==> config.mk <==
export PLATFORM = sky130hd
export DESIGN_NAME = cpu65_exec
export DESIGN_NICKNAME = d
export VERILOG_FILES = /design/src/cpu65_pkg.sv /design/src/alu_if.sv /design/src/cpu65_ctrl.sv /design/src/cpu65_adder.sv /design/src/cpu65_logic.sv /design/src/cpu65_writeback.sv /design/src/cpu65_exec.sv
export SDC_FILE = /design/constraint.sdc
export NUM_CORES = 1
export LEC_CHECK = 0
export ABC_AREA = 1
export BUFFER_PORTS_ARGS = -buffer_cell sky130_fd_sc_hd__buf_2
export CAP_MARGIN = 15
export CORE_AREA = 3 3 115 95
export CTS_CLUSTER_DIAMETER = 100
export DETAILED_ROUTE_END_ITERATION = 7
export DIE_AREA = 0 0 118 98
export PLACE_DENSITY = 0.53
export SYNTH_ARGS = -nofsm -noshare
export SYNTH_HDL_FRONTEND = slang
export SYNTH_SLANG_ARGS = --single-unit
==> constraint.sdc <==
create_clock -name PH0IN -period 7.16 [get_ports PH0IN]
set_clock_uncertainty 0.1 [all_clocks]
set_input_delay 0.716 -clock PH0IN [delete_from_list [all_inputs] [get_ports PH0IN]]
set_output_delay 0.716 -clock PH0IN [all_outputs]
set_load 0.005 [all_outputs]
==> src/cpu65_pkg.sv <==
package cpu65_pkg;

	// ------------------------------------------------------------------------
	// Datapath width
	// ------------------------------------------------------------------------
	localparam int unsigned DATA_W = 8;

	// ------------------------------------------------------------------------
	// Status byte layout  N V 1 1 D I Z C
	// ------------------------------------------------------------------------
	localparam int unsigned FLAG_N = 7;
	localparam int unsigned FLAG_V = 6;
	localparam int unsigned FLAG_D = 3;
	localparam int unsigned FLAG_I = 2;
	localparam int unsigned FLAG_Z = 1;
	localparam int unsigned FLAG_C = 0;

	// Per-nibble decimal correction
	localparam logic [3:0] BCD_ADJ_ADD = 4'h6;
	localparam logic [3:0] BCD_ADJ_SUB = 4'hA;

	// ------------------------------------------------------------------------
	// Supported opcodes, standard 6502 encodings
	// ------------------------------------------------------------------------
	typedef enum logic [7:0] {
		// Immediate ALU group
		OP_ORA = 8'h09,
		OP_AND = 8'h29,
		OP_EOR = 8'h49,
		OP_ADC = 8'h69,
		OP_LDA = 8'hA9,
		OP_CMP = 8'hC9,
		OP_SBC = 8'hE9,
		// Accumulator shifts, bit 6 selects right, bit 5 selects rotate
		OP_ASL = 8'h0A,
		OP_ROL = 8'h2A,
		OP_LSR = 8'h4A,
		OP_ROR = 8'h6A,
		// Flag operations
		OP_CLC = 8'h18,
		OP_SEC = 8'h38,
		OP_CLV = 8'hB8,
		OP_CLD = 8'hD8,
		OP_SED = 8'hF8
	} opcode_e;

	// Handshake controller states
	typedef enum logic [1:0] {
		ST_IDLE = 2'd0,
		ST_EXEC = 2'd1,
		ST_DONE = 2'd2
	} ctrl_state_e;

endpackage

==> src/alu_if.sv <==
`timescale 1ns/1ps

interface alu_if;

	// Issued operation, held by the controller
	cpu65_pkg::opcode_e opcode;
	logic [cpu65_pkg::DATA_W-1:0] operand;

	// Architectural state seen by the datapath
	logic [cpu65_pkg::DATA_W-1:0] acc;
	logic carry;
	logic decimal;

	modport issue (
		output opcode,
		output operand
	);

	modport arch (
		input  opcode,
		output acc,
		output carry,
		output decimal
	);

	modport unit (
		input opcode,
		input operand,
		input acc,
		input carry,
		input decimal
	);

endinterface

==> src/cpu65_ctrl.sv <==
`timescale 1ns/1ps

module cpu65_ctrl (
	input  logic                         PH0IN,
	input  logic                         rst_n,
	input  logic                         op_req_i,
	input  logic [cpu65_pkg::DATA_W-1:0] opcode_i,
	input  logic [cpu65_pkg::DATA_W-1:0] operand_i,
	output logic                         ack_o,
	output logic                         commit_o,
	alu_if.issue                         alu
);

	cpu65_pkg::ctrl_state_e state_q;
	cpu65_pkg::ctrl_state_e state_nxt;
	cpu65_pkg::opcode_e     opcode_q;
	logic [cpu65_pkg::DATA_W-1:0] operand_q;

	logic accept;

	assign accept = (state_q == cpu65_pkg::ST_IDLE) && op_req_i;

	// ------------------------------------------------------------------------
	// Four-phase handshake FSM
	// ------------------------------------------------------------------------
	always_comb begin
		state_nxt = state_q;
		case (state_q)
			cpu65_pkg::ST_IDLE: begin
				if (op_req_i)
					state_nxt = cpu65_pkg::ST_EXEC;
			end
			// Single cycle to commit the result
			cpu65_pkg::ST_EXEC: state_nxt = cpu65_pkg::ST_DONE;
			cpu65_pkg::ST_DONE: begin
				if (!op_req_i)
					state_nxt = cpu65_pkg::ST_IDLE;
			end
			default: state_nxt = cpu65_pkg::ST_IDLE;
		endcase
	end

	always_ff @(posedge PH0IN) begin
		if (!rst_n)
			state_q <= cpu65_pkg::ST_IDLE;
		else
			state_q <= state_nxt;
	end

	// Request capture
	always_ff @(posedge PH0IN) begin
		if (accept) begin
			opcode_q  <= cpu65_pkg::opcode_e'(opcode_i);
			operand_q <= operand_i;
		end
	end

	assign alu.opcode  = opcode_q;
	assign alu.operand = operand_q;

	assign commit_o = (state_q == cpu65_pkg::ST_EXEC);
	assign ack_o    = (state_q == cpu65_pkg::ST_DONE);

endmodule

==> src/cpu65_adder.sv <==
`timescale 1ns/1ps

module cpu65_adder (
	alu_if.unit                          alu,
	output logic [cpu65_pkg::DATA_W-1:0] sum_o,
	output logic                         carry_o,
	output logic                         overflow_o
);

	logic is_add;
	logic is_sub;
	logic is_cmp;
	logic dec_en;
	logic carry_in;

	logic [cpu65_pkg::DATA_W-1:0] in_a;
	logic [cpu65_pkg::DATA_W-1:0] in_b;

	logic [4:0] half_add;
	logic       bcd_half_carry;
	logic       half_carry;
	logic [3:0] upper_add_6;
	logic [1:0] upper_add_7;
	logic [4:0] upper_add;
	logic       carry6;
	logic       bcd_carry_out;
	logic [8:0] adder_out;

	logic       invalid_bcd_lo;
	logic       invalid_bcd_hi;
	logic [3:0] adjust_lo;
	logic [3:0] adjust_hi;
	logic [8:0] bcd_out;

	// ------------------------------------------------------------------------
	// Operation decode
	// ------------------------------------------------------------------------
	assign is_add = (alu.opcode == cpu65_pkg::OP_ADC);
	assign is_cmp = (alu.opcode == cpu65_pkg::OP_CMP);
	assign is_sub = (alu.opcode == cpu65_pkg::OP_SBC) || is_cmp;

	// Compare never runs in decimal mode
	assign dec_en   = alu.decimal && (is_add || (alu.opcode == cpu65_pkg::OP_SBC));
	assign carry_in = is_cmp ? 1'b1 : alu.carry;

	assign in_a = alu.acc;
	assign in_b = is_sub ? ~alu.operand : alu.operand;

	// ------------------------------------------------------------------------
	// Split adder, low nibble then bits 6:4 and bit 7
	// ------------------------------------------------------------------------
	assign half_add       = {1'b0, in_a[3:0]} + {1'b0, in_b[3:0]} + {4'b0, carry_in};
	assign bcd_half_carry = dec_en && (half_add[3:0] >= 4'd10);
	assign half_carry     = half_add[4] || (bcd_half_carry && is_add);

	// Bit 6 carry kept apart for overflow
	assign upper_add_6 = {1'b0, in_a[6:4]} + {1'b0, in_b[6:4]} + {3'b0, half_carry};
	assign upper_add_7 = {1'b0, in_a[7]} + {1'b0, in_b[7]} + {1'b0, upper_add_6[3]};
	assign upper_add   = {upper_add_7, upper_add_6[2:0]};
	assign carry6      = upper_add_6[3];

	assign bcd_carry_out = dec_en && (upper_add[3:0] >= 4'd10);
	assign adder_out     = {upper_add, half_add[3:0]} | {bcd_carry_out && is_add, 8'h00};

	// ------------------------------------------------------------------------
	// Decimal correction per nibble
	// ------------------------------------------------------------------------
	assign invalid_bcd_lo = (in_a[3:0] > 4'd9) && !(alu.operand[3:0] > 4'd9);
	assign invalid_bcd_hi = (in_a[7:4] > 4'd9) && !(alu.operand[7:4] > 4'd9);

	always_comb begin
		if (is_add) begin
			adjust_lo = half_carry ? cpu65_pkg::BCD_ADJ_ADD : 4'h0;
			adjust_hi = adder_out[8] ? cpu65_pkg::BCD_ADJ_ADD : 4'h0;
		end else begin
			// Subtract borrows when the nibble carry is clear
			adjust_lo = ((bcd_half_carry || !half_carry) && !invalid_bcd_lo) ?
				cpu65_pkg::BCD_ADJ_SUB : 4'h0;
			adjust_hi = ((bcd_carry_out || !adder_out[8]) && !invalid_bcd_hi) ?
				cpu65_pkg::BCD_ADJ_SUB : 4'h0;
		end
	end

	assign bcd_out = {adder_out[8], adder_out[7:4] + adjust_hi, adder_out[3:0] + adjust_lo};

	assign sum_o   = dec_en ? bcd_out[7:0] : adder_out[7:0];
	assign carry_o = adder_out[8];

	// Overflow from the carries into and out of bit 7
	assign overflow_o = (!(in_a[7] || in_b[7]) && carry6) || (in_a[7] && in_b[7] && !carry6);

endmodule

==> src/cpu65_logic.sv <==
`timescale 1ns/1ps

module cpu65_logic (
	alu_if.unit                          alu,
	output logic [cpu65_pkg::DATA_W-1:0] result_o,
	output logic                         carry_o
);

	logic is_shift;
	logic is_rotate;
	logic shift_right;
	logic fill_bit;

	logic [cpu65_pkg::DATA_W-1:0] left_rotated;
	logic [cpu65_pkg::DATA_W-1:0] right_rotated;

	assign is_shift = (alu.opcode == cpu65_pkg::OP_ASL) || (alu.opcode == cpu65_pkg::OP_ROL) ||
		(alu.opcode == cpu65_pkg::OP_LSR) || (alu.opcode == cpu65_pkg::OP_ROR);

	// Shift column encodes direction and rotate in the opcode
	assign is_rotate   = alu.opcode[5];
	assign shift_right = alu.opcode[6];
	assign fill_bit    = alu.carry && is_rotate;

	assign left_rotated  = {alu.acc[cpu65_pkg::DATA_W-2:0], fill_bit};
	assign right_rotated = {fill_bit, alu.acc[cpu65_pkg::DATA_W-1:1]};

	// ------------------------------------------------------------------------
	// Result select
	// ------------------------------------------------------------------------
	always_comb begin
		case (alu.opcode)
			cpu65_pkg::OP_ORA: result_o = alu.acc | alu.operand;
			cpu65_pkg::OP_AND: result_o = alu.acc & alu.operand;
			cpu65_pkg::OP_EOR: result_o = alu.acc ^ alu.operand;
			cpu65_pkg::OP_LDA: result_o = alu.operand;
			cpu65_pkg::OP_ASL,
			cpu65_pkg::OP_ROL,
			cpu65_pkg::OP_LSR,
			cpu65_pkg::OP_ROR: result_o = shift_right ? right_rotated : left_rotated;
			default:           result_o = alu.acc;
		endcase
	end

	// Bit shifted out, C passes through otherwise
	always_comb begin
		if (!is_shift)
			carry_o = alu.carry;
		else if (shift_right)
			carry_o = alu.acc[0];
		else
			carry_o = alu.acc[cpu65_pkg::DATA_W-1];
	end

endmodule

==> src/cpu65_writeback.sv <==
`timescale 1ns/1ps

module cpu65_writeback (
	input  logic                         PH0IN,
	input  logic                         rst_n,
	input  logic                         commit_i,
	input  logic [cpu65_pkg::DATA_W-1:0] sum_i,
	input  logic                         add_carry_i,
	input  logic                         overflow_i,
	input  logic [cpu65_pkg::DATA_W-1:0] logic_i,
	input  logic                         logic_carry_i,
	output logic [cpu65_pkg::DATA_W-1:0] acc_o,
	output logic [cpu65_pkg::DATA_W-1:0] status_o,
	alu_if.arch                          alu
);

	logic [cpu65_pkg::DATA_W-1:0] acc_q;
	logic [cpu65_pkg::DATA_W-1:0] acc_nxt;
	logic n_q, v_q, d_q, z_q, c_q;
	logic n_nxt, v_nxt, d_nxt, z_nxt, c_nxt;

	logic                         sel_add;
	logic [cpu65_pkg::DATA_W-1:0] result;
	logic                         result_c;

	// ------------------------------------------------------------------------
	// Result and flag selection
	// ------------------------------------------------------------------------
	assign sel_add = (alu.opcode == cpu65_pkg::OP_ADC) || (alu.opcode == cpu65_pkg::OP_SBC) ||
		(alu.opcode == cpu65_pkg::OP_CMP);
	assign result   = sel_add ? sum_i : logic_i;
	assign result_c = sel_add ? add_carry_i : logic_carry_i;

	always_comb begin
		acc_nxt = acc_q;
		n_nxt   = n_q;
		v_nxt   = v_q;
		d_nxt   = d_q;
		z_nxt   = z_q;
		c_nxt   = c_q;
		case (alu.opcode)
			cpu65_pkg::OP_ADC, cpu65_pkg::OP_SBC: begin
				acc_nxt = result;
				v_nxt   = overflow_i;
			end
			cpu65_pkg::OP_ORA, cpu65_pkg::OP_AND, cpu65_pkg::OP_EOR, cpu65_pkg::OP_LDA,
			cpu65_pkg::OP_ASL, cpu65_pkg::OP_ROL, cpu65_pkg::OP_LSR, cpu65_pkg::OP_ROR:
				acc_nxt = result;
			cpu65_pkg::OP_CLC: c_nxt = 1'b0;
			cpu65_pkg::OP_SEC: c_nxt = 1'b1;
			cpu65_pkg::OP_CLV: v_nxt = 1'b0;
			cpu65_pkg::OP_CLD: d_nxt = 1'b0;
			cpu65_pkg::OP_SED: d_nxt = 1'b1;
			default: ;
		endcase
		// Arithmetic, compare and logic all update N, Z and C
		if (sel_add || (alu.opcode inside {cpu65_pkg::OP_ORA,
			cpu65_pkg::OP_AND, cpu65_pkg::OP_EOR, cpu65_pkg::OP_LDA, cpu65_pkg::OP_ASL,
			cpu65_pkg::OP_ROL, cpu65_pkg::OP_LSR, cpu65_pkg::OP_ROR})) begin
			n_nxt = result[cpu65_pkg::DATA_W-1];
			z_nxt = (result == '0);
			c_nxt = result_c;
		end
	end

	always_ff @(posedge PH0IN) begin
		if (!rst_n) begin
			acc_q <= '0;
			{n_q, v_q, d_q, c_q} <= 4'b0000;
			z_q <= 1'b1;
		end else if (commit_i) begin
			acc_q <= acc_nxt;
			{n_q, v_q, d_q, z_q, c_q} <= {n_nxt, v_nxt, d_nxt, z_nxt, c_nxt};
		end
	end

	// Bits 5 and 4 read as one, I is fixed
	always_comb begin
		status_o = 8'h30;
		status_o[cpu65_pkg::FLAG_N] = n_q;
		status_o[cpu65_pkg::FLAG_V] = v_q;
		status_o[cpu65_pkg::FLAG_D] = d_q;
		status_o[cpu65_pkg::FLAG_I] = 1'b1;
		status_o[cpu65_pkg::FLAG_Z] = z_q;
		status_o[cpu65_pkg::FLAG_C] = c_q;
	end

	assign acc_o       = acc_q;
	assign alu.acc     = acc_q;
	assign alu.carry   = c_q;
	assign alu.decimal = d_q;

endmodule

==> src/cpu65_exec.sv <==
`timescale 1ns/1ps

module cpu65_exec (
	input  logic                         PH0IN,
	input  logic                         rst_n,
	input  logic                         op_req_i,
	input  logic [cpu65_pkg::DATA_W-1:0] opcode_i,
	input  logic [cpu65_pkg::DATA_W-1:0] operand_i,
	output logic                         ack_o,
	output logic [cpu65_pkg::DATA_W-1:0] acc_o,
	output logic [cpu65_pkg::DATA_W-1:0] status_o
);

	logic                         commit;
	logic [cpu65_pkg::DATA_W-1:0] add_sum;
	logic                         add_carry;
	logic                         add_overflow;
	logic [cpu65_pkg::DATA_W-1:0] logic_res;
	logic                         logic_carry;

	alu_if alu ();

	cpu65_ctrl u_ctrl (
		.PH0IN     (PH0IN),
		.rst_n     (rst_n),
		.op_req_i  (op_req_i),
		.opcode_i  (opcode_i),
		.operand_i (operand_i),
		.ack_o     (ack_o),
		.commit_o  (commit),
		.alu       (alu.issue)
	);

	// Both datapath halves evaluate every operation in parallel
	cpu65_adder u_adder (
		.alu        (alu.unit),
		.sum_o      (add_sum),
		.carry_o    (add_carry),
		.overflow_o (add_overflow)
	);

	cpu65_logic u_logic (
		.alu      (alu.unit),
		.result_o (logic_res),
		.carry_o  (logic_carry)
	);

	cpu65_writeback u_writeback (
		.PH0IN         (PH0IN),
		.rst_n         (rst_n),
		.commit_i      (commit),
		.sum_i         (add_sum),
		.add_carry_i   (add_carry),
		.overflow_i    (add_overflow),
		.logic_i       (logic_res),
		.logic_carry_i (logic_carry),
		.acc_o         (acc_o),
		.status_o      (status_o),
		.alu           (alu.arch)
	);

endmodule

Yosys cells after proc, flatten, opt, wreduce, memory -nomap -nowiden --
Cells that the tools add are included. W data, S select, Z words.
Storage, ports and cells: output and inout port bits 17, register bits after elaboration 31, word-level logic and storage cells 120
Cells by class: order comparisons 6, $add $sub $neg 8, reduce and logical (&&, ||, !) cells 49, bitwise gates (word level) 5, muxes and demuxes 22, equality and inequality tests 21
Operators by type and width (count):
- $eq A8 B8 Y1 const B | 6
- $pmux W8 S5 | 1
- $eq A8 B7 Y1 const B | 4
- $mux W8 | 4
- $eq A8 B6 Y1 const B | 3
- $eq A8 B4 Y1 const B | 2
- $gt A4 B4 Y1 const B | 4
- $mux W4 | 4
- $logic_and A1 B1 Y1 | 14
- $logic_or A1 B1 Y1 | 12
- $reduce_and A2 Y1 | 5
- $reduce_or A10 Y1 | 1
- $or A9 B9 Y9 | 1
- $add A4 B4 Y4 | 2
- $and A8 B8 Y8 | 1
- $eq A8 B5 Y1 const B | 1
- $ge A4 B4 Y1 const B | 2
- $logic_not A1 Y1 | 8
- $logic_not A8 Y1 | 1
- $not A8 Y8 | 1
- $or A8 B8 Y8 | 1
- $reduce_bool A8 Y1 | 1
- $xor A8 B8 Y8 | 1
- $mux W3 | 2
- 20 further kinds | 29

Logic depth before layout (Yosys ltp) --
depth in word-level cells 24, gate-level depth with buffers 40

Modules after synthesis --
Synthesis repeated with hierarchy kept, for this count alone.
Unflattened totals: cells, all modules 492, area, all modules 3387.0 um^2
By module, submodules not included:
- cpu65_writeback | cells an instance 166, times used 1, area an instance 1057.3 um^2
- cpu65_logic | cells an instance 173, times used 1, area an instance 939.7 um^2
- cpu65_adder | cells an instance 123, times used 1, area an instance 812.0 um^2
- cpu65_ctrl | cells an instance 30, times used 1, area an instance 578.1 um^2

Worst setup path before layout --
No wires, ideal clock.
kind register -> register, start register u_ctrl.opcode_q[1], in the netlist u_ctrl.alu.opcode[1], end register u_writeback.z_q, cell stages (with the launch flop) 35, data arrival time 5.054 ns, path slack 1.948 ns, buffers on the path 1, required time 7.002 ns, path through edfxtp_1 > inv_2 > nand2_2 > nor2_8 > buf_8 > nand2_4 > xor2_1 > fa_1 > inv_1 > fa_1 > nor2_1 > nor2_2 > nand2_1 > o21ai_0 > inv_1 > fa_1 > inv_1 > nand3_1 > nand2_1 > fa_1 > nand2_1 > o31ai_1 > nand2_1 > nand2_1 > ha_1 > inv_1 > fa_1 > nand2_1 > o211ai_1 > nand3_1 > nor2_1 > nand3_1 > nor2_1 > nand2_1 > nand2_1
On the way: cells in the longest elaborated chain, start to end 24
Ends and longest elaborated chain:
- start, declared | line cpu65_ctrl.sv:16 | cpu65_pkg::opcode_e opcode_q;
- start signal, assigned | line cpu65_ctrl.sv:53 | opcode_q <= cpu65_pkg::opcode_e'(opcode_i);
- $eq A8 B8 Y1 (on tied branches)
- $logic_or A1 B1 Y1 | line cpu65_adder.sv:40 | assign is_sub = (alu.opcode == cpu65_pkg::OP_SBC) || is_cmp;
- $mux W8 | line cpu65_adder.sv:47 | assign in_b = is_sub ? ~alu.operand : alu.operand;
- $add A4 B4 Y5 | line cpu65_adder.sv:52 | assign half_add = {1'b0, in_a[3:0]} + {1'b0, in_b[3:0]} + {4'b0, carry_in};
- $add A5 B1 Y5 | line cpu65_adder.sv:52
- $ge A4 B4 Y1 | line cpu65_adder.sv:53 | assign bcd_half_carry = dec_en && (half_add[3:0] >= 4'd10);
- $logic_and A1 B1 Y1 | line cpu65_adder.sv:53
- $logic_and A1 B1 Y1 | line cpu65_adder.sv:54 | assign half_carry = half_add[4] || (bcd_half_carry && is_add);
- (+8 left out)
- $logic_or A1 B1 Y1 | line cpu65_adder.sv:79 | adjust_hi = ((bcd_carry_out || !adder_out[8]) && !invalid_bcd_hi) ?
- $logic_and A1 B1 Y1 | line cpu65_adder.sv:79
- $mux W4 | line cpu65_adder.sv:79
- $mux W4 | line cpu65_adder.sv:72 | if (is_add) begin
- $add A4 B4 Y4 | line cpu65_adder.sv:84 | assign bcd_out = {adder_out[8], adder_out[7:4] + adjust_hi, adder_out[3:0] + adjust_lo};
- $mux W8 | line cpu65_adder.sv:86 | assign sum_o = dec_en ? bcd_out[7:0] : adder_out[7:0];
- $mux W8 | line cpu65_writeback.sv:31 | assign result = sel_add ? sum_i : logic_i;
- $logic_not A8 Y1 | line cpu65_writeback.sv:61 | z_nxt = (result == '0);
- end signal, assigned | line cpu65_writeback.sv:73 | {n_q, v_q, d_q, z_q, c_q} <= {n_nxt, v_nxt, d_nxt, z_nxt, c_nxt};
- end, declared | line cpu65_writeback.sv:19 | logic n_q, v_q, d_q, z_q, c_q;
Parallel ways exist; a longest one is shown, timed or not. A chain may end at the register's enable or synchronous reset.

Worst setup path in the final report --
start register u_ctrl.opcode_q[6], in the netlist u_ctrl.alu.opcode[6], end register u_writeback.z_q
Same word-level chain as after synthesis.

==> results.tsv <==
metric	value	unit
ys_async_sr_fraction	0	%
synth.area.top_cells	edfxtp_1 16%, nand2_1 12%, dfxtp_1 10%	
drt_wl_total	8.45	mm
ir_drop	0.000101	V
yosysTopAreaCell	edfxtp_1	
fin_area	3340	µm²
wire_per_inst	14.7	µm
leakagePower	1.64	nW
layout-drive-gt1-share	17.5	%
track_usage	15.3	%
critPathSlowestCell	edfxtp_1	
post_cts_buffers	0	
critPathLaunchType	register	
hold_start	u_writeback.v_q$_SDFFE_PN0P_	
vias	2720	
crit_top_cell	nand2_1	
synth_seq_cells	31	
layout.cells.non_filler	576	
r2r-start	u_ctrl.alu.opcode[6]$_DFFE_PP_	
initial_core_util	30.2	%
critPathRequiredTime	7.29	ns
cts-hold-fix-buffers	0	
grt_pass1_vias	2554	
cp_data_arrival_time	6.06	ns
crit_family	adder cells	
cts.path.max_buffers	2	
core_area	9730	µm²
reg2reg_slack	1.23	ns
max_stage_delay	0.68	ns
regArea	781	µm²
rsz0062_at_grt	false	
grt_pass1_wl	13.8	mm
die_h	98	µm
place_area	3200	µm²
period_minus_slack	5.93	ns
clock_sinks	31	
ctsResizeCount	0	
gp_congestion	0.918	
syn_inst	408	
whs_endpoint	u_writeback.v_q$_SDFFE_PN0P_	
slew_viol_final	0	
clk_pin_slew	0.05	ns
setup-violations-final	0	
clock.fmax	169	MHz
fin_nets	489	
critical_path_buf_inv_count	4	
area_delta_synth_final	13.8	%
hold-path-cell-count	2	
cts_root_buf	clkbuf_16	
nFillCells	1030	
critPathKind	reg -> reg	
drv_cap	0	
io-pin-count	36	
utilization	34.3	%
max_slew_margin	62.9	%
grt_max_degree	19	
yosys_warnings	0	
ys_types	42	
antenna_found_initial	0	
avgSynthCellArea	7.20	µm²
setup-tns-final	0	ns
diodes	0	
die-area	11600	µm²
synth_top_area_share	16.4	%
timing.rr.end	u_writeback.z_q$_SDFFE_PN1P_	
via_per_inst	4.72	
die_w	118	µm
finalPower	0.000483	W
ff2ff_path_depth	32	
ys_seq_area_share	26.6	%
drt_iter0_markers	195	
cp-end-kind	register	
hold_class	reg -> reg	
overflow	0	
powerDensity	144	nW/µm²
detail_route.first_pass.iterations	5	
cts_tree	built	
tightest_slew	0.555	ns
detail-route-antenna-nets	0	
numCtsBuffers	5	
synth_most_common_cell	nand2_1	
h-tree-depth	2	
worstPathMaxFanout	18	
hold_viol_final	0	
synth_ff_type	edfxtp_1	
placed_cells	568	
core.rowCount	32	
portBuffers	32	
insertion_delay	0.28	ns
run_status	finished, final reports clean	
synthTopCellsByCount	91 x nand2_1, 65 x inv_1, 41 x nor2_1	
hpwl	6.83	mm
fin_crit_sh	82.9	%
multi_input_area	1810	µm²
synth_edf_count	16	
drc	0	
netlist_area	2940	µm²
==> cell families after synthesis <==
kind of cell | after synthesis | share of synthesized area [%]
adder cells (fa/ha/maj) | 31 | 15.0
other | 1 | 0.128
flip-flops | 31 | 26.6
AO/OA/AOI/OAI | 60 | 12.5
XOR/XNOR | 8 | 2.39
AND/OR/NAND/NOR | 193 | 31.1
buffers and inverters | 84 | 12.3
==> through the flow <==
stage	setup WS [ns]	hold WS (ns)
finish	1.23	0.369
global route	0.585	0.384
CTS	1.21	0.373
detailed placement	1.23	0.364
global placement	1.42	0.366
floorplan	1.95	0.342
==> flip-flops by register name, indices dropped and copies added (netlist names) <==
name and count:
u_writeback.alu.decimal 1, u_ctrl.state_q 2, u_writeback.v_q 1, u_writeback.z_q 1
u_ctrl.alu.opcode 8, u_writeback.acc_o 8, u_writeback.n_q 1, u_writeback.alu.carry 1
u_ctrl.alu.operand 8
==> layout by cell type (no fill, tap or decap), types with 5 or more instances in the layout <==
cell type / instances
xor2_1: 8
o211ai_1: 8
fa_1: 7
nand2_2: 10
o21ai_0: 19
nand4_1: 6
nand3_1: 22
inv_2: 7
ha_1: 24
nand2_1: 91
nor2_1: 41
nor2_2: 5
a21oi_1: 18
dfxtp_1: 15
buf_2: 32
clkbuf_16: 5
edfxtp_1: 16
inv_1: 65
==> power by group <==
| part | switching [W] | internal (W) | leakage, nW |
|---|---|---|---|
| clock | 0.0000810 | 0.000128 | 0.0669 |
| sequential | 0.0000101 | 0.000196 | 0.274 |
| combinational | 0.0000443 | 0.0000232 | 1.30 |
| total | 0.000135 | 0.000348 | 1.64 |
==> worst max-delay path by stage <==
stage / startpoint / endpoint / slack [ns] / depth (start not counted)
final: u_ctrl.alu.opcode[6]$_DFFE_PP_ / u_writeback.z_q$_SDFFE_PN1P_ / 1.23 / 32
after floorplan: u_ctrl.alu.opcode[1]$_DFFE_PP_ / u_writeback.z_q$_SDFFE_PN1P_ / 1.95 / 34
after global routing: u_ctrl.alu.opcode[6]$_DFFE_PP_ / u_writeback.z_q$_SDFFE_PN1P_ / 0.59 / 35
after detailed placement: u_ctrl.alu.opcode[6]$_DFFE_PP_ / u_writeback.z_q$_SDFFE_PN1P_ / 1.23 / 32
after global placement: u_ctrl.alu.opcode[6]$_DFFE_PP_ / u_writeback.z_q$_SDFFE_PN1P_ / 1.42 / 32
after CTS: u_ctrl.alu.opcode[6]$_DFFE_PP_ / u_writeback.z_q$_SDFFE_PN1P_ / 1.21 / 32
==> per-layer routing <==
metal | part of all wire [%] | up-vias | wire length (µm) | global-route usage, %
met5 | 0 | - | 0 | 0
met4 | 1.0 | 0 | 86 | 2.88
met3 | 10 | 8 | 842 | 4.92
met2 | 40 | 122 | 3370 | 21.7
met1 | 49 | 1228 | 4160 | 22.7
li1 | - | 1362 | - | -
==> worst register-to-register path, delay by kind of cell (launching register included) <==
kind | cells | cell delay [ns]
buf+inv | 4 | 0.28
xor+xnor | 1 | 0.19
fa+ha+maj | 6 | 2.20
flops | 1 | 0.68
compound gates | 3 | 0.50
simple gates | 18 | 1.94
==> area by class of cell <==
class | count | area share [%]
Clock inverter | 2 | 0.374
Inverter | 73 | 8.20
Tap cell | 136 | 5.09
Clock buffer | 6 | 3.86
Multi-Input combinational cell | 295 | 54.1
Sequential cell | 31 | 23.4
Timing Repair Buffer | 33 | 5.02
(Power assumes the default switching activity.)
